$ cat src/include/xbar_cfg_cfg.svh
// Crossbar sizing and routing field, included by the packages and every RTL module
`ifndef XBAR_CFG_CFG_SVH
`define XBAR_CFG_CFG_SVH

//////////////////////////////////////////////////
// Port counts
//////////////////////////////////////////////////
`define XBAR_N_MASTER     4                       // Core-side request ports
`define XBAR_N_SLAVE      4                       // Peripheral ports, power of two

//////////////////////////////////////////////////
// Widths
//////////////////////////////////////////////////
`define XBAR_ADDR_WIDTH   32                      // Byte address from the cores
`define XBAR_DATA_WIDTH   32
`define XBAR_BE_WIDTH     (`XBAR_DATA_WIDTH/8)    // One enable per byte lane

//////////////////////////////////////////////////
// Slave select field inside the address
// Field width must match log2 of the slave count
//////////////////////////////////////////////////
`define XBAR_ROUTE_LSB    12
`define XBAR_ROUTE_MSB    13

`endif

$ cat src/hw/xbar_map_pkg.sv
// Address map types and helpers, referenced by scoped name from the decode and top level
`include "xbar_cfg_cfg.svh"

package xbar_map_pkg;

    // Slave index, log2 of the slave count
    localparam int unsigned SLAVE_IDX_W = $clog2(`XBAR_N_SLAVE);

    // Word address drops the byte offset
    localparam int unsigned WORD_LSB    = 2;
    localparam int unsigned WORD_ADDR_W = `XBAR_ADDR_WIDTH - WORD_LSB;

    typedef logic [SLAVE_IDX_W-1:0] slave_idx_t;   // Which peripheral port
    typedef logic [WORD_ADDR_W-1:0] word_addr_t;   // Address as seen by a slave

    // Routing field of a core address
    function automatic slave_idx_t route_idx(input logic [`XBAR_ADDR_WIDTH-1:0] addr);
        return addr[`XBAR_ROUTE_MSB:`XBAR_ROUTE_LSB];
    endfunction

    // Byte address to word address, bits 31:2
    function automatic word_addr_t word_addr(input logic [`XBAR_ADDR_WIDTH-1:0] addr);
        return addr[`XBAR_ADDR_WIDTH-1:WORD_LSB];
    endfunction

endpackage

$ cat src/hw/xbar_txn_pkg.sv
// Transaction types shared by arbiters, response routing and the testbench
`include "xbar_cfg_cfg.svh"

package xbar_txn_pkg;

    //////////////////////////////////////////////////
    // Request side
    //////////////////////////////////////////////////

    // One-hot tag of the issuing master, echoed by the slave
    typedef logic [`XBAR_N_MASTER-1:0] master_id_t;

    // Request direction, same encoding as data_wen on the bus
    typedef enum logic
    {
        STORE = 1'b0,       // Write with byte enables
        LOAD  = 1'b1        // Read full word
    } wen_t;

    //////////////////////////////////////////////////
    // Response side
    //////////////////////////////////////////////////

    // Response status, stores get one too
    typedef enum logic
    {
        OPC_OK  = 1'b0,
        OPC_ERR = 1'b1      // Slave rejected the access
    } opc_t;

endpackage

$ cat src/hw/xbar_addr_dec.sv
// Per-master decode stage: turns the core address into a one-hot slave request
`timescale 1ns/100ps
`include "xbar_cfg_cfg.svh"

module xbar_addr_dec
(
    input  logic                           clk,
    input  logic                           rst_i,           // Sync, active high

    // Core side
    input  logic                           data_req_i,      // Request from the core
    input  logic [`XBAR_ADDR_WIDTH-1:0]    data_add_i,      // Byte address
    output logic                           data_gnt_o,      // Grant back to the core

    // Toward the arbiters, one bit per slave
    output logic [`XBAR_N_SLAVE-1:0]       slave_req_o,
    input  logic [`XBAR_N_SLAVE-1:0]       slave_gnt_i
);

    localparam int unsigned N_SLAVE = `XBAR_N_SLAVE;

    xbar_map_pkg::slave_idx_t sel_idx;                      // Decoded target

    //////////////////////////////////////////////////
    // Address decode
    //////////////////////////////////////////////////

    assign sel_idx = xbar_map_pkg::route_idx(data_add_i);

    // Raise only the selected slave's line
    always_comb
    begin
        for (int s = 0; s < N_SLAVE; s++)
        begin
            slave_req_o[s] = data_req_i && (sel_idx == s);
        end
    end

    //////////////////////////////////////////////////
    // Grant fold back
    //////////////////////////////////////////////////

    // Arbiter grants are already qualified by our request,
    // masking with the request line keeps stray grants out
    assign data_gnt_o = |(slave_gnt_i & slave_req_o);

    //////////////////////////////////////////////////
    // Checks
    //////////////////////////////////////////////////

    // Exactly one target per live request
    a_req_onehot : assert property (
        @(posedge clk) disable iff (rst_i)
        data_req_i |-> $onehot(slave_req_o)
    ) else $error("xbar_addr_dec: request not one-hot");

    // Core keeps its request and target until granted
    a_req_hold : assert property (
        @(posedge clk) disable iff (rst_i)
        (data_req_i && !data_gnt_o) |=> (data_req_i && $stable(slave_req_o))
    ) else $error("xbar_addr_dec: request dropped or retargeted before grant");

endmodule

$ cat src/hw/xbar_req_arb.sv
// Per-slave execute stage: round-robin among requesting masters, muxes the winner to the slave
`timescale 1ns/100ps
`include "xbar_cfg_cfg.svh"

module xbar_req_arb
(
    input  logic                                              clk,
    input  logic                                              rst_i,

    // From the decoders, one entry per master
    input  logic [`XBAR_N_MASTER-1:0]                         mst_req_i,
    input  xbar_map_pkg::word_addr_t [`XBAR_N_MASTER-1:0]     mst_add_i,
    input  xbar_txn_pkg::wen_t [`XBAR_N_MASTER-1:0]           mst_wen_i,
    input  logic [`XBAR_N_MASTER-1:0][`XBAR_DATA_WIDTH-1:0]   mst_wdata_i,
    input  logic [`XBAR_N_MASTER-1:0][`XBAR_BE_WIDTH-1:0]     mst_be_i,
    output logic [`XBAR_N_MASTER-1:0]                         mst_gnt_o,      // Qualified grants

    // Slave port
    output logic                                              data_req_o,
    output xbar_map_pkg::word_addr_t                          data_add_o,
    output xbar_txn_pkg::wen_t                                data_wen_o,
    output logic [`XBAR_DATA_WIDTH-1:0]                       data_wdata_o,
    output logic [`XBAR_BE_WIDTH-1:0]                         data_be_o,
    output xbar_txn_pkg::master_id_t                          data_ID_o,      // Winner tag
    input  logic                                              data_gnt_i      // Slave accepts
);

    localparam int unsigned N_MASTER = `XBAR_N_MASTER;
    localparam int unsigned IDX_W    = (N_MASTER > 1) ? $clog2(N_MASTER) : 1;

    logic [IDX_W-1:0]          ptr_q;        // Highest priority master this cycle
    logic [IDX_W-1:0]          ptr_nxt;
    logic [IDX_W-1:0]          win_idx;      // Selected master
    logic                      win_found;    // Any master requesting
    xbar_txn_pkg::master_id_t  win_oh;       // Selected master, one-hot
    logic                      accept;       // Handshake with the slave

    //////////////////////////////////////////////////
    // Winner search, starting at the pointer
    //////////////////////////////////////////////////

    always_comb
    begin : win_search
        int unsigned cand;
        win_found = 1'b0;
        win_idx   = ptr_q;
        for (int unsigned i = 0; i < N_MASTER; i++)
        begin
            cand = (ptr_q + i) % N_MASTER;           // Wrap around the ring
            if (!win_found && mst_req_i[cand])
            begin
                win_found = 1'b1;
                win_idx   = cand[IDX_W-1:0];
            end
        end
    end

    // One-hot form, doubles as the ID
    always_comb
    begin
        for (int m = 0; m < N_MASTER; m++)
        begin
            win_oh[m] = win_found && (win_idx == m);
        end
    end

    //////////////////////////////////////////////////
    // Payload mux toward the slave
    //////////////////////////////////////////////////

    assign data_req_o   = win_found;
    assign data_add_o   = mst_add_i[win_idx];
    assign data_wen_o   = mst_wen_i[win_idx];
    assign data_wdata_o = mst_wdata_i[win_idx];
    assign data_be_o    = mst_be_i[win_idx];
    assign data_ID_o    = win_oh;

    // Grant only reaches the winner, and only with slave gnt
    assign mst_gnt_o = win_oh & {N_MASTER{data_gnt_i}};
    assign accept    = data_req_o && data_gnt_i;

    //////////////////////////////////////////////////
    // Round-robin pointer
    //////////////////////////////////////////////////

    // One past the winner
    assign ptr_nxt = (win_idx == N_MASTER - 1) ? '0 : win_idx + 1'b1;

    always_ff @(posedge clk)
    begin
        if (rst_i)
        begin
            ptr_q <= '0;                             // Master 0 first
        end
        else if (accept)
        begin
            ptr_q <= ptr_nxt;
        end
    end

    //////////////////////////////////////////////////
    // Checks
    //////////////////////////////////////////////////

    a_gnt_onehot0 : assert property (
        @(posedge clk) disable iff (rst_i)
        $onehot0(mst_gnt_o)
    ) else $error("xbar_req_arb: more than one master granted");

    // A grant always lands on a live request
    a_gnt_has_req : assert property (
        @(posedge clk) disable iff (rst_i)
        (mst_gnt_o & ~mst_req_i) == '0
    ) else $error("xbar_req_arb: grant without request");

endmodule

$ cat src/hw/xbar_resp_route.sv
// Per-master result stage: selects the slave response whose ID carries this master's bit
`timescale 1ns/100ps
`include "xbar_cfg_cfg.svh"

module xbar_resp_route
#(
    parameter int unsigned MASTER_IDX = 0                    // Which ID bit is ours
)
(
    input  logic                                             clk,   // Checks only

    // Responses of all slaves
    input  logic [`XBAR_N_SLAVE-1:0]                         slv_r_valid_i,
    input  logic [`XBAR_N_SLAVE-1:0][`XBAR_DATA_WIDTH-1:0]   slv_r_rdata_i,
    input  xbar_txn_pkg::master_id_t [`XBAR_N_SLAVE-1:0]     slv_r_ID_i,     // Echoed tags
    input  xbar_txn_pkg::opc_t [`XBAR_N_SLAVE-1:0]           slv_r_opc_i,

    // Back to the core
    output logic                                             data_r_valid_o,
    output logic [`XBAR_DATA_WIDTH-1:0]                      data_r_rdata_o,
    output xbar_txn_pkg::opc_t                               data_r_opc_o
);

    localparam int unsigned N_SLAVE = `XBAR_N_SLAVE;

    logic [N_SLAVE-1:0]        hit;          // Slave answering this master
    xbar_map_pkg::slave_idx_t  hit_idx;      // Encoded form for the mux

    //////////////////////////////////////////////////
    // ID match
    //////////////////////////////////////////////////

    always_comb
    begin
        for (int s = 0; s < N_SLAVE; s++)
        begin
            hit[s] = slv_r_valid_i[s] && slv_r_ID_i[s][MASTER_IDX];
        end
    end

    // Encode the hit, at most one is expected
    always_comb
    begin
        hit_idx = '0;
        for (int s = 0; s < N_SLAVE; s++)
        begin
            if (hit[s])
            begin
                hit_idx = xbar_map_pkg::slave_idx_t'(s);
            end
        end
    end

    //////////////////////////////////////////////////
    // Response mux
    //////////////////////////////////////////////////

    assign data_r_valid_o = |hit;
    assign data_r_rdata_o = slv_r_rdata_i[hit_idx];  // Don't care when not valid
    assign data_r_opc_o   = slv_r_opc_i[hit_idx];

    //////////////////////////////////////////////////
    // Checks
    //////////////////////////////////////////////////

    // Slaves answer this core one at a time
    a_one_resp : assert property (
        @(posedge clk)
        $onehot0(hit)
    ) else $error("xbar_resp_route: two slaves answer master %0d", MASTER_IDX);

endmodule

$ cat src/hw/xbar_periph.sv
// Crossbar top level: wires decoders, per-slave arbiters and response routing between ports
`timescale 1ns/100ps
`include "xbar_cfg_cfg.svh"

module xbar_periph
(
    input  logic                                              clk,
    input  logic                                              rst_i,          // Sync, active high

    //////////////////////////////////////////////////
    // Master side
    //////////////////////////////////////////////////
    input  logic [`XBAR_N_MASTER-1:0]                         data_req_i,
    input  logic [`XBAR_N_MASTER-1:0][`XBAR_ADDR_WIDTH-1:0]   data_add_i,     // Byte address
    input  xbar_txn_pkg::wen_t [`XBAR_N_MASTER-1:0]           data_wen_i,     // 0 store, 1 load
    input  logic [`XBAR_N_MASTER-1:0][`XBAR_DATA_WIDTH-1:0]   data_wdata_i,
    input  logic [`XBAR_N_MASTER-1:0][`XBAR_BE_WIDTH-1:0]     data_be_i,
    output logic [`XBAR_N_MASTER-1:0]                         data_gnt_o,
    output logic [`XBAR_N_MASTER-1:0]                         data_r_valid_o,
    output logic [`XBAR_N_MASTER-1:0][`XBAR_DATA_WIDTH-1:0]   data_r_rdata_o,
    output xbar_txn_pkg::opc_t [`XBAR_N_MASTER-1:0]           data_r_opc_o,

    //////////////////////////////////////////////////
    // Slave side
    //////////////////////////////////////////////////
    output logic [`XBAR_N_SLAVE-1:0]                          data_req_o,
    output xbar_map_pkg::word_addr_t [`XBAR_N_SLAVE-1:0]      data_add_o,     // Word address
    output xbar_txn_pkg::wen_t [`XBAR_N_SLAVE-1:0]            data_wen_o,
    output logic [`XBAR_N_SLAVE-1:0][`XBAR_DATA_WIDTH-1:0]    data_wdata_o,
    output logic [`XBAR_N_SLAVE-1:0][`XBAR_BE_WIDTH-1:0]      data_be_o,
    output xbar_txn_pkg::master_id_t [`XBAR_N_SLAVE-1:0]      data_ID_o,
    input  logic [`XBAR_N_SLAVE-1:0]                          data_gnt_i,
    input  logic [`XBAR_N_SLAVE-1:0]                          data_r_valid_i,
    input  logic [`XBAR_N_SLAVE-1:0][`XBAR_DATA_WIDTH-1:0]    data_r_rdata_i,
    input  xbar_txn_pkg::master_id_t [`XBAR_N_SLAVE-1:0]      data_r_ID_i,    // Echoed tag
    input  xbar_txn_pkg::opc_t [`XBAR_N_SLAVE-1:0]            data_r_opc_i
);

    localparam int unsigned N_MASTER = `XBAR_N_MASTER;
    localparam int unsigned N_SLAVE  = `XBAR_N_SLAVE;

    xbar_map_pkg::word_addr_t [N_MASTER-1:0]  word_add;       // Offset dropped

    logic [N_MASTER-1:0][N_SLAVE-1:0]  req_from_mst;          // Decoder rows
    logic [N_SLAVE-1:0][N_MASTER-1:0]  req_to_slv;            // Arbiter rows
    logic [N_SLAVE-1:0][N_MASTER-1:0]  gnt_from_slv;          // Arbiter rows
    logic [N_MASTER-1:0][N_SLAVE-1:0]  gnt_to_mst;            // Decoder rows

    // Transpose request and grant matrices
    for (genvar m = 0; m < N_MASTER; m++)
    begin : g_xpose_m
        assign word_add[m] = xbar_map_pkg::word_addr(data_add_i[m]);
        for (genvar s = 0; s < N_SLAVE; s++)
        begin : g_xpose_s
            assign req_to_slv[s][m] = req_from_mst[m][s];
            assign gnt_to_mst[m][s] = gnt_from_slv[s][m];
        end
    end

    //////////////////////////////////////////////////
    // Decode and result, one each per master
    //////////////////////////////////////////////////
    for (genvar m = 0; m < N_MASTER; m++)
    begin : g_master
        xbar_addr_dec u_addr_dec
        (
            .clk         ( clk             ),
            .rst_i       ( rst_i           ),
            .data_req_i  ( data_req_i[m]   ),
            .data_add_i  ( data_add_i[m]   ),
            .data_gnt_o  ( data_gnt_o[m]   ),
            .slave_req_o ( req_from_mst[m] ),
            .slave_gnt_i ( gnt_to_mst[m]   )
        );

        xbar_resp_route #(.MASTER_IDX(m)) u_resp_route
        (
            .clk            ( clk               ),
            .slv_r_valid_i  ( data_r_valid_i    ),
            .slv_r_rdata_i  ( data_r_rdata_i    ),
            .slv_r_ID_i     ( data_r_ID_i       ),
            .slv_r_opc_i    ( data_r_opc_i      ),
            .data_r_valid_o ( data_r_valid_o[m] ),
            .data_r_rdata_o ( data_r_rdata_o[m] ),
            .data_r_opc_o   ( data_r_opc_o[m]   )
        );
    end

    //////////////////////////////////////////////////
    // Execute, one arbiter per slave
    //////////////////////////////////////////////////
    for (genvar s = 0; s < N_SLAVE; s++)
    begin : g_slave
        xbar_req_arb u_req_arb
        (
            .clk          ( clk             ),
            .rst_i        ( rst_i           ),
            .mst_req_i    ( req_to_slv[s]   ),
            .mst_add_i    ( word_add        ),
            .mst_wen_i    ( data_wen_i      ),
            .mst_wdata_i  ( data_wdata_i    ),
            .mst_be_i     ( data_be_i       ),
            .mst_gnt_o    ( gnt_from_slv[s] ),
            .data_req_o   ( data_req_o[s]   ),
            .data_add_o   ( data_add_o[s]   ),
            .data_wen_o   ( data_wen_o[s]   ),
            .data_wdata_o ( data_wdata_o[s] ),
            .data_be_o    ( data_be_o[s]    ),
            .data_ID_o    ( data_ID_o[s]    ),
            .data_gnt_i   ( data_gnt_i[s]   )
        );
    end

endmodule

$ cat config.mk
export PLATFORM = sky130hd
export DESIGN_NAME = xbar_periph
export DESIGN_NICKNAME = d
export VERILOG_FILES = /design/src/hw/xbar_map_pkg.sv /design/src/hw/xbar_txn_pkg.sv /design/src/hw/xbar_addr_dec.sv /design/src/hw/xbar_req_arb.sv /design/src/hw/xbar_resp_route.sv /design/src/hw/xbar_periph.sv
export VERILOG_INCLUDE_DIRS = /design/src /design/src/include
export SDC_FILE = /design/constraint.sdc
export NUM_CORES = 1
export LEC_CHECK = 0
export BUFFER_PORTS_ARGS = -buffer_cell sky130_fd_sc_hd__clkbuf_2
export CORE_AREA = 5 5 330 332
export CTS_CLUSTER_SIZE = 10
export DETAILED_ROUTE_END_ITERATION = 6
export DIE_AREA = 0 0 335 337
export GPL_TIMING_DRIVEN = 1
export HOLD_SLACK_MARGIN = 0.12
export PLACE_DENSITY_LB_ADDON = 0.15
export SETUP_SLACK_MARGIN = 0.1
export SLEW_MARGIN = 20
export SYNTH_ARGS = -nofsm -noshare
export SYNTH_HDL_FRONTEND = slang
export SYNTH_SLANG_ARGS = --single-unit
$ cat constraint.sdc
create_clock -name clk -period 5.5 [get_ports clk]
set_input_delay 0.275 -clock clk [delete_from_list [all_inputs] [get_ports clk]]
set_output_delay 0.275 -clock clk [all_outputs]
set_load 0.02 [all_outputs]
==> results of run 1 <==
cell families after synthesis:
kind of cell | Yosys count | share of synthesized area, %
compound gates | 459 | 22.3
fa+ha+maj | 4 | 0.386
buf+inv | 215 | 9.98
flops | 8 | 1.24
mux | 538 | 41.6
simple gates | 647 | 24.5
cell usage in the layout, fill, tap and decap left out, types with 4 or more instances in the layout:
cell	netlist	final
mux2i_1	537	537
buf_4	35	34
buf_12	9	11
nor3b_1	9	9
nand4_1	6	6
inv_1	7	7
nand2_1	25	25
clkbuf_2	0	857
ha_1	4	4
nor2b_1	135	135
dfxtp_1	8	8
o21ai_0	7	6
nand3b_1	9	9
a211oi_1	134	134
o22ai_1	140	140
a21o_1	7	6
and2_1	4	4
diode_2	0	5
nand3_1	24	23
and3b_1	8	8
nor2_1	275	275
nor3_1	138	138
a21oi_1	153	152
routing by layer:
layer | up-vias | track usage, % | routed length, um
li1 | 8397 | - | -
met1 | 8311 | 19.1 | 39200
met2 | 697 | 28.3 | 48500
met3 | 57 | 3.35 | 6420
met4 | 2 | 2.21 | 1490
met5 | - | 0 | 13
power groups by stage:
stage | logic, mW | registers (mW) | clock network, mW
floorplan | 2.20 | 0.0688 | 0
global placement | 3.60 | 0.0725 | 0
detailed placement | 3.59 | 0.0720 | 0
CTS | 3.60 | 0.0710 | 0.133
global route | 3.79 | 0.0722 | 0.134
finish | 3.53 | 0.0713 | 0.128
worst max-delay path by stage:
stage	startpoint	to	cells after the start
finish	data_add_i[13]	data_wdata_o[45]	8
global route	data_add_i[13]	data_wdata_o[39]	8
CTS	data_add_i[13]	data_wdata_o[39]	8
detailed placement	data_add_i[13]	data_wdata_o[39]	8
global placement	data_add_i[13]	data_wdata_o[39]	8
floorplan	data_add_i[45]	data_ID_o[1]	8
cell type report:
cell class,instances,area [um2],share of cell area [%]
Multi-Input combinational cell,1648,11600,63.0
Sequential cell,8,160,0.873
Clock buffer,3,75.1,0.409
Inverter,7,26.3,0.143
Timing Repair Buffer,903,4770,26.0
Tap cell,1403,1760,9.56
Antenna cell,5,12.5,0.0682
metrics by stage:
step | power, mW | std cells | area [um2]
after detailed placement | 3.66 | 3969 | 18300
after global routing | 3.99 | 3972 | 18300
after global placement | 3.68 | 3968 | 18300
final | 3.73 | 3977 | 18400
after CTS | 3.80 | 3972 | 18300
after floorplan | 2.27 | 1871 | 12900
critical path: cells and delay by family:
family | cells | cell delay (ns)
buffers and inverters | 3 | 0.86
and+or+nand+nor | 2 | 0.72
AOI/OAI and AO/OA | 3 | 1.43
==> qor.yml, run 1 <==
cts:
  cts_sinks: 8
  cts_setup_buffers: 0
  cts_buffers: 3
  htree_levels: 1
  cts_tree: "built"
  path_clk_slew_ns: 0.04
  cts_hold_buf: 0
  clk_latency_ns: 0.23
  ctsResizeCount: 0
  cts-root-buf: "clkbuf_16"
  clockBufferDepth: 2
drt:
  drc_errors: 0
  drtAntennaViolNets: 0
  drt_iter0_drc: 1081
  via_per_inst: 4.39
  num_vias: 17500
  post_drt_wl_per_cell_um: 24.1
  drt_pass1_iterations: 6
  wirelength_um: 95600
die:
  pin_count: 866
  die_area_um2: 113000
  core_area_um2: 106000
  die_w_um: 335
  die_y_um: 337
  num_rows: 120
  start_util_pct: 12.2
global_routing:
  grt_pass1_vias: 16900
  grt_first_pass_wirelength_um: 133000
  grt_max_degree: 125
  grt.overflow.total: 0
  antenna_found_initial: 13
  track_usage_pct: 15.5
synth:
  synth.most_common_cell: "mux2i_1"
  synthTopCellsByCount: "mux2i_1 (537), nor2_1 (275), a21oi_1 (153)"
  synthTopCellsByArea: "mux2i_1 (42%), nor2_1 (8.0%), a211oi_1 (7.8%)"
  ys_seq_elements: 8
  synth-edff-count: 0
  synthesis.area_um2: 12900
  ys_warn_count: 0
  synth_largest_area_cell: "mux2i_1"
  yosysUniqueCellTypes: 51
  avgSynthCellArea_um2: 6.92
  async_flop_share_pct: 0
  synthCells: 1871
  ys.flop_type: "dfxtp_1"
  synth_top_area_share_pct: 41.5
  seq_area_frac_synth_pct: 1.24
  synth_fp_nets: 2313
hold_path:
  hp-start: "data_gnt_i[1]"
  hold_class: "input pin to register"
  hold_end: "g_slave[1].u_req_arb.ptr_q[0]"
  worstHoldPathCells: 2
pwr:
  switching_share_pct: 64.4
  intPower_mw: 1.33
  power_frac_seq_pct: 1.9
  p_comb_share_pct: 94.7
  pwr_density_cell_nw_per_um2: 203
  p_leak_nw: 8.01
  ir_worst_vdd_mv: 0.111
  clockPowerShare_pct: 3.4
  netSwitchingPower_mw: 2.40
place:
  finalWeightedCongestion: 0.852
  place_ws_ns: 1.74
  port_buffers: 857
  post-dp-hpwl_um: 77200
critical_path:
  crit_path_cell_trace: "clkbuf_2, nand3b_1, and3_1, a2111oi_0, a21oi_4, buf_4, a21oi_1, clkbuf_2"
  critPathMaxStageDelay_ns: 0.71
  rr_endpoint: "g_slave[1].u_req_arb.ptr_q[1]"
  worst-path-max-fanout: 46
  rrSetupSlack_ns: 2.85
  path_common_cell: "clkbuf_2"
  cp-end-kind: "output port"
  start_kind: "input pin"
  cpMaxStageDelayCell: "a2111oi_0"
  crit_type: "input pin to output port"
  required_ns: 5.22
  r2r-start: "g_slave[1].u_req_arb.ptr_q[1]"
  rr_worst_depth: 7
  cp.arrival_ns: 3.36
sta:
  timing.final.crit_period_ns: 3.64
  tns_ns: 0
  max_freq_mhz: 275
  report.final.hold_viol_count: 0
  maxSlewHeadroom_pct: 27.5
  slew_violations: 0
  period_share_pct: 66.2
  skew_ns: 0.0000833
  fin_hold_ws_ns: 0.372
  final.setup.worst_slack_ns: 1.86
  rsz0062_at_grt: "no"
  worst_slew_pin_slew_ns: 1.08
  finalSetupViolCount: 0
finish:
  largest_reg_flops: 8
  syn2layout_area_growth_pct: 41.7
  post-route-util_pct: 17.3
  drive_gt1_share_pct: 35.6
  nFillCells: 12500
  nets: 3013
  regMostFlops: "g_slave.u_req_arb.ptr_q"
  top_regs: "g_slave.u_req_arb.ptr_q x8"
flow_run:
  drv_cap: 0
status:
  status: "completed"
Note: power is estimated with default switching activity, not from simulation.
==> run 2: changes to the inputs <==
clock period = 3.5 ns   (was 5.5 ns; I/O delays follow)
==> qor.yml, run 2 (synthesis gave the netlist of run 1 again) <==
sta:
  rsz0062_at_grt: "no"  # unchanged
  maxSlewHeadroom_pct: 47.8  # was 27.5%
  finalSetupViolCount: 0  # unchanged
  worst_slew_pin_slew_ns: 0.763  # was 1.08 ns
  tns_ns: 0  # unchanged
  max_freq_mhz: 322
  skew_ns: 0.000105  # was 0.0000833 ns
  report.final.hold_viol_count: 0  # unchanged
  timing.final.crit_period_ns: 3.11
  period_share_pct: 88.8
  fin_hold_ws_ns: 0.259  # was 0.372 ns
  slew_violations: 0  # unchanged
global_routing:
  antenna_found_initial: 14  # was 13
  grt_pass1_vias: 17200  # was 16,900
  track_usage_pct: 15.5  # about the same
  met3_usage_pct: 3.75  # was 3.35%
  grt.overflow.total: 0  # unchanged
  grt_busiest_layer: "met2"  # unchanged
  grt_use_met2_pct: 28.5  # was 28.3%
  grt_first_pass_wirelength_um: 133000  # about the same
  grt_max_degree: 73  # was 125
  grt_use_met1_pct: 18.8  # was 19.1%
die:
  die_w_um: 335  # unchanged
  start_util_pct: 12.2  # unchanged
  die_y_um: 337  # unchanged
  core_area_um2: 106000  # unchanged
  num_rows: 120  # unchanged
  die_area_um2: 113000  # unchanged
  pin_count: 866  # unchanged
cts:
  clk_latency_ns: 0.23  # about the same
  cts_hold_buf: 0  # unchanged
  cts_sinks: 8  # unchanged
  cts-root-buf: "clkbuf_16"  # unchanged
  cts_tree: "built"  # unchanged
  path_clk_slew_ns: 0.04  # about the same
  clockBufferDepth: 2  # unchanged
  cts_setup_buffers: 0  # unchanged
  htree_levels: 1  # unchanged
  ctsResizeCount: 0  # unchanged
  cts_buffers: 3  # unchanged
critical_path:
  start_kind: "input pin"  # unchanged
  critPathMaxStageDelay_ns: 0.65  # was 0.71 ns
  crit_path_cell_trace: "clkbuf_2, and3b_1, o22ai_1, a222oi_1, buf_4, buf_4, buf_4, nor2b_1, a211oi_1, a21oi_1, clkbuf_2"  # was clkbuf_2, nand3b_1, and3_1, a2111oi_0, a21oi_4, buf_4, a21oi_1, clkbuf_2
  cp.arrival_ns: 2.93  # was 3.36 ns
  worst-path-max-fanout: 15  # was 46
  required_ns: 3.32  # was 5.22 ns
  crit_type: "input pin to output port"  # unchanged
  cp-end-kind: "output port"  # unchanged
  cpMaxStageDelayCell: "a222oi_1"  # was a2111oi_0
  path_common_cell: "buf_4"  # was clkbuf_2
flow_run:
  drv_cap: 0  # unchanged
place:
  placedCellCount: 4017  # was 3,969
  post-dp-hpwl_um: 79000  # was 77,200 um
  port_buffers: 857  # unchanged
  finalWeightedCongestion: 0.858  # was 0.852
drt:
  via_per_inst: 4.38  # was 4.39
  post_drt_wl_per_cell_um: 23.8  # was 24.1 um
  drt_iter0_drc: 1086  # was 1,081
  num_vias: 17600  # was 17,500
  drtAntennaViolNets: 0  # unchanged
  drt_pass1_iterations: 5  # was 6
  drc_errors: 0  # unchanged
  wirelength_um: 96000  # was 95,600 um
finish:
  final_common_cell: "clkbuf_2"  # unchanged
  drive_gt1_share_pct: 36.8  # was 35.6%
  largest_reg_flops: 8  # unchanged
  nFillCells: 12400  # was 12,500
  final_cell_mix: "clkbuf_2 (857), mux2i_1 (537), nor2_1 (275), a21oi_1 (152), o22ai_1 (140)"  # unchanged
  nets: 3061  # was 3,013
  syn2layout_area_growth_pct: 45.6  # was 41.7%
  regMostFlops: "g_slave.u_req_arb.ptr_q"  # unchanged
  post-route-util_pct: 17.8  # was 17.3%
  top_regs: "g_slave.u_req_arb.ptr_q x8"  # unchanged
  finalNonFillerCells: 4027  # was 3,977
status:
  status: "completed"  # unchanged
pwr:
  ir_worst_vdd_mv: 0.129  # was 0.111 mV
  pwr_density_cell_nw_per_um2: 318  # was 203 nW/um2
  clockPowerShare_pct: 3.4  # about the same
  netSwitchingPower_mw: 3.79  # was 2.40 mW
  p_leak_nw: 8.29  # was 8.01 nW
  p_comb_share_pct: 94.8  # was 94.7%
  power_frac_seq_pct: 1.9  # about the same
  intPower_mw: 2.20  # was 1.33 mW
  switching_share_pct: 63.2  # was 64.4%
hold_path:
  hold_class: "input pin to register"  # unchanged
run 2: cell types whose count changed in the layout (fill, tap and decap cells not counted), sizes merged:
cell,delta
buf,+48
diode,+2
run 2: path summary, 6_finish.rpt:
path,startpoint,endpoint,slack (ns),cells past startpoint
worst min register to register,g_slave[3].u_req_arb.ptr_q[1],g_slave[3].u_req_arb.ptr_q[1],0.55,2
worst max register to register,g_slave[2].u_req_arb.ptr_q[1],g_slave[2].u_req_arb.ptr_q[1],1.26,8
worst min-delay path,data_gnt_i[2],g_slave[2].u_req_arb.ptr_q[0],0.26,2
worst max-delay path,data_add_i[109],data_add_o[48],0.39,11
run 2: routing by layer:
layer  vias up  share of wire (%)
li1       8489                  -
met1      8339                 40
met2       730                 51
met3        72                7.8
met4        12                1.5
met5         -              0.076
run 2: layout make-up:
cell class / instances / area [um2] / share of cell area (%)
repair buffers: 951 / 5270 / 27.9
flip-flops and latches: 8 / 160 / 0.849
well taps: 1403 / 1760 / 9.31
multi-input cells: 1648 / 11600 / 61.3
inverters: 7 / 26.3 / 0.139
clock buffers: 3 / 75.1 / 0.398
diodes: 7 / 17.5 / 0.0929
run 2: power groups by stage:
stage                     logic, mW  registers (mW)  clock network, mW
after CTS                      5.78           0.111              0.206
final                          5.68           0.112              0.201
after detailed placement       5.77           0.113                  0
after global routing           6.08           0.114              0.214
after floorplan                3.46           0.108                  0
after global placement         5.79           0.114                  0
run 2: worst max-delay path: cells and delay by family:
kind,cells,cell delay [ns]
buf+inv,5,1.14
compound gates,4,1.09
simple gates,2,0.51
run 2: metrics by stage:
stage               power [mW]  area, um2  worst slack (ns)
floorplan                 3.57      12900              1.15
global placement          5.91      18800             0.302
detailed placement        5.88      18800             0.342
CTS                       6.10      18800             0.315
global route              6.41      18800             0.125
finish                    5.99      18900             0.394
==> run 3: changes to the inputs <==
RECOVER_POWER = 100   (was not set)
SETUP_SLACK_MARGIN = 0.4   (was 0.1)
==> qor.yml, run 3 (synthesis gave the netlist of run 1 again) <==
die:
  die_y_um: 337  # unchanged
  num_rows: 120  # unchanged
  die_area_um2: 113000  # unchanged
  pin_count: 866  # unchanged
  core_area_um2: 106000  # unchanged
  start_util_pct: 12.2  # unchanged
  die_w_um: 335  # unchanged
cts:
  cts_tree: "built"  # unchanged
  clk_latency_ns: 0.23  # about the same
  cts-root-buf: "clkbuf_16"  # unchanged
  htree_levels: 1  # unchanged
  clockBufferDepth: 2  # unchanged
  cts_hold_buf: 0  # unchanged
  cts_buffers: 3  # unchanged
  path_clk_slew_ns: 0.04  # about the same
  ctsResizeCount: 0  # unchanged
  cts_sinks: 8  # unchanged
critical_path:
  rr_worst_depth: 9  # was 8
  r2r-start: "g_slave[2].u_req_arb.ptr_q[1]"  # unchanged
  start_kind: "input pin"  # unchanged
  cp-end-kind: "output port"  # unchanged
  endpoint: "data_r_rdata_o[57]"  # was data_add_o[48]
  crit_start: "data_r_valid_i[3]"  # was data_add_i[109]
  worst-path-max-fanout: 18  # was 15
  required_ns: 3.32  # about the same
  crit_type: "input pin to output port"  # unchanged
  rrSetupSlack_ns: 1.31  # was 1.26 ns
  cp.arrival_ns: 3.09  # was 2.93 ns
  rr_endpoint: "g_slave[2].u_req_arb.ptr_q[1]"  # unchanged
global_routing:
  grt.overflow.total: 0  # unchanged
  grt_first_pass_wirelength_um: 133000  # unchanged
  track_usage_pct: 15.5  # unchanged
  antenna_found_initial: 14  # unchanged
  grt_pass1_vias: 17200  # unchanged
  grt_max_degree: 73  # unchanged
sta:
  timing.final.crit_period_ns: 3.27  # was 3.11 ns
  worst_slew_pin_slew_ns: 1.71  # was 0.763 ns
  tns_ns: 0  # unchanged
  period_share_pct: 93.3  # was 88.8%
  rsz0062_at_grt: "no"  # unchanged
  max_freq_mhz: 306  # was 322 MHz
  skew_ns: 0.000105  # unchanged
  maxSlewHeadroom_pct: -13.9  # was 47.8%
  finalSetupViolCount: 0  # unchanged
  slew_violations: 23  # was 0
  report.final.hold_viol_count: 0  # unchanged
finish:
  top_regs: "g_slave.u_req_arb.ptr_q x8"  # unchanged
  final_common_cell: "mux2i_1"  # was clkbuf_2
  nets: 3063  # was 3,061
  largest_reg_flops: 8  # unchanged
  post-route-util_pct: 17.3  # was 17.8%
  drive_gt1_share_pct: 22.1  # was 36.8%
  regMostFlops: "g_slave.u_req_arb.ptr_q"  # unchanged
  syn2layout_area_growth_pct: 41.4  # was 45.6%
  final_cell_mix: "mux2i_1 (537), clkbuf_2 (497), clkbuf_1 (383), nor2_1 (275), a21oi_1 (152)"  # was clkbuf_2 (857), mux2i_1 (537), nor2_1 (275), a21oi_1 (152), o22ai_1 (140)
drt:
  drt_pass1_iterations: 5  # unchanged
  drc_errors: 0  # unchanged
  post_drt_wl_per_cell_um: 23.9  # was 23.8 um
  via_per_inst: 4.38  # about the same
  wirelength_um: 96300  # was 96,000 um
  drtAntennaViolNets: 0  # unchanged
  num_vias: 17700  # was 17,600
  drt_iter0_drc: 1084  # was 1,086
place:
  port_buffers: 857  # unchanged
  post-dp-hpwl_um: 79000  # unchanged
  finalWeightedCongestion: 0.858  # unchanged
status:
  violations: "max-capacitance violations, max-slew violations"
  status: "finished with violations"  # was completed
flow_run:
  drv_cap: 1  # was 0
pwr:
  netSwitchingPower_mw: 3.80  # was 3.79 mW
  power_frac_seq_pct: 1.9  # about the same
  switching_share_pct: 65.4  # was 63.2%
  clockPowerShare_pct: 3.4  # about the same
  intPower_mw: 2.01  # was 2.20 mW
  p_leak_nw: 7.15  # was 8.29 nW
  p_comb_share_pct: 94.6  # was 94.8%
  ir_worst_vdd_mv: 0.122  # was 0.129 mV
  pwr_density_cell_nw_per_um2: 317  # was 318 nW/um2
hold_path:
  hold_class: "input pin to register"  # unchanged
[run 3: changes by cell type in the layout (fill, tap and decap cells not counted)]
cell | previous run | this run
buf_4 | 72 | 51
clkbuf_4 | 0 | 1
buf_12 | 22 | 21
clkbuf_2 | 857 | 497
clkbuf_1 | 0 | 383
or3b_4 | 1 | 0
or3b_1 | 1 | 2
diode_2 | 7 | 6
[run 3: how the worst min path moves through the flow]
| stage | to | depth (start not counted) | slack (ns) | start |
|---|---|---|---|---|
| final | g_slave[3].u_req_arb.ptr_q[0] | 2 | 0.27 | data_gnt_i[3] |
| after global routing | g_slave[2].u_req_arb.ptr_q[0] | 2 | 0.27 | data_gnt_i[2] |
| after CTS | g_slave[3].u_req_arb.ptr_q[0] | 2 | 0.26 | data_gnt_i[3] |
| after detailed placement | g_slave[2].u_req_arb.ptr_q[0] | 2 | 0.51 | data_gnt_i[2] |
| after global placement | g_slave[3].u_req_arb.ptr_q[0] | 2 | 0.51 | data_gnt_i[3] |
| after floorplan | g_slave[2].u_req_arb.ptr_q[0] | 1 | 0.28 | data_gnt_i[2] |
[run 3: critical path, cell delays in order]
cell	delay (ns)
clkbuf_2	0.12
nand2_1	0.11
clkbuf_1	1.01
clkbuf_2	0.65
o22ai_1	0.15
nor3_1	0.56
clkbuf_1	0.30
[run 3: layout make-up]
class	count	area, um2
Tap cell	1403	1760
Timing Repair Buffer	953	4740
Clock buffer	3	75.1
Fill cell	12500	87700
Antenna cell	6	15.0
Inverter	7	26.3
Sequential cell	8	160
Multi-Input combinational cell	1648	11500
[run 3: power by group through the flow]
| stage | registers [mW] | logic [mW] | clock network [mW] |
|---|---|---|---|
| after global routing | 0.114 | 5.88 | 0.214 |
| after detailed placement | 0.113 | 5.77 | 0 |
| after global placement | 0.114 | 5.79 | 0 |
| after floorplan | 0.108 | 3.46 | 0 |
| final | 0.112 | 5.49 | 0.200 |
| after CTS | 0.111 | 5.78 | 0.206 |
[run 3: what timing repair did]
item                                    CTS  global route
endpoints found under the setup margin   11             5
setup buffers                             1             1
pin swaps                                 1             1
[run 3: metrics by stage]
stage	power, mW	cell area (um2)	hold slack, ns	instances	worst slack (ns)
4_1_cts	6.10	18800	0.261	4021	0.531
2_1_floorplan	3.57	12900	0.285	1871	1.15
6_report	5.81	18300	0.266	4028	0.235
3_3_place_gp	5.91	18800	0.511	4017	0.302
5_1_grt	6.21	18300	0.271	4024	0.213
3_5_place_dp	5.88	18800	0.512	4017	0.342
[run 3: metal layers]
layer	GRT usage (%)	part of all wire (%)
met1	18.8	40
met2	28.5	50
met3	3.75	7.3
met4	2.13	1.6
met5	0	0.076
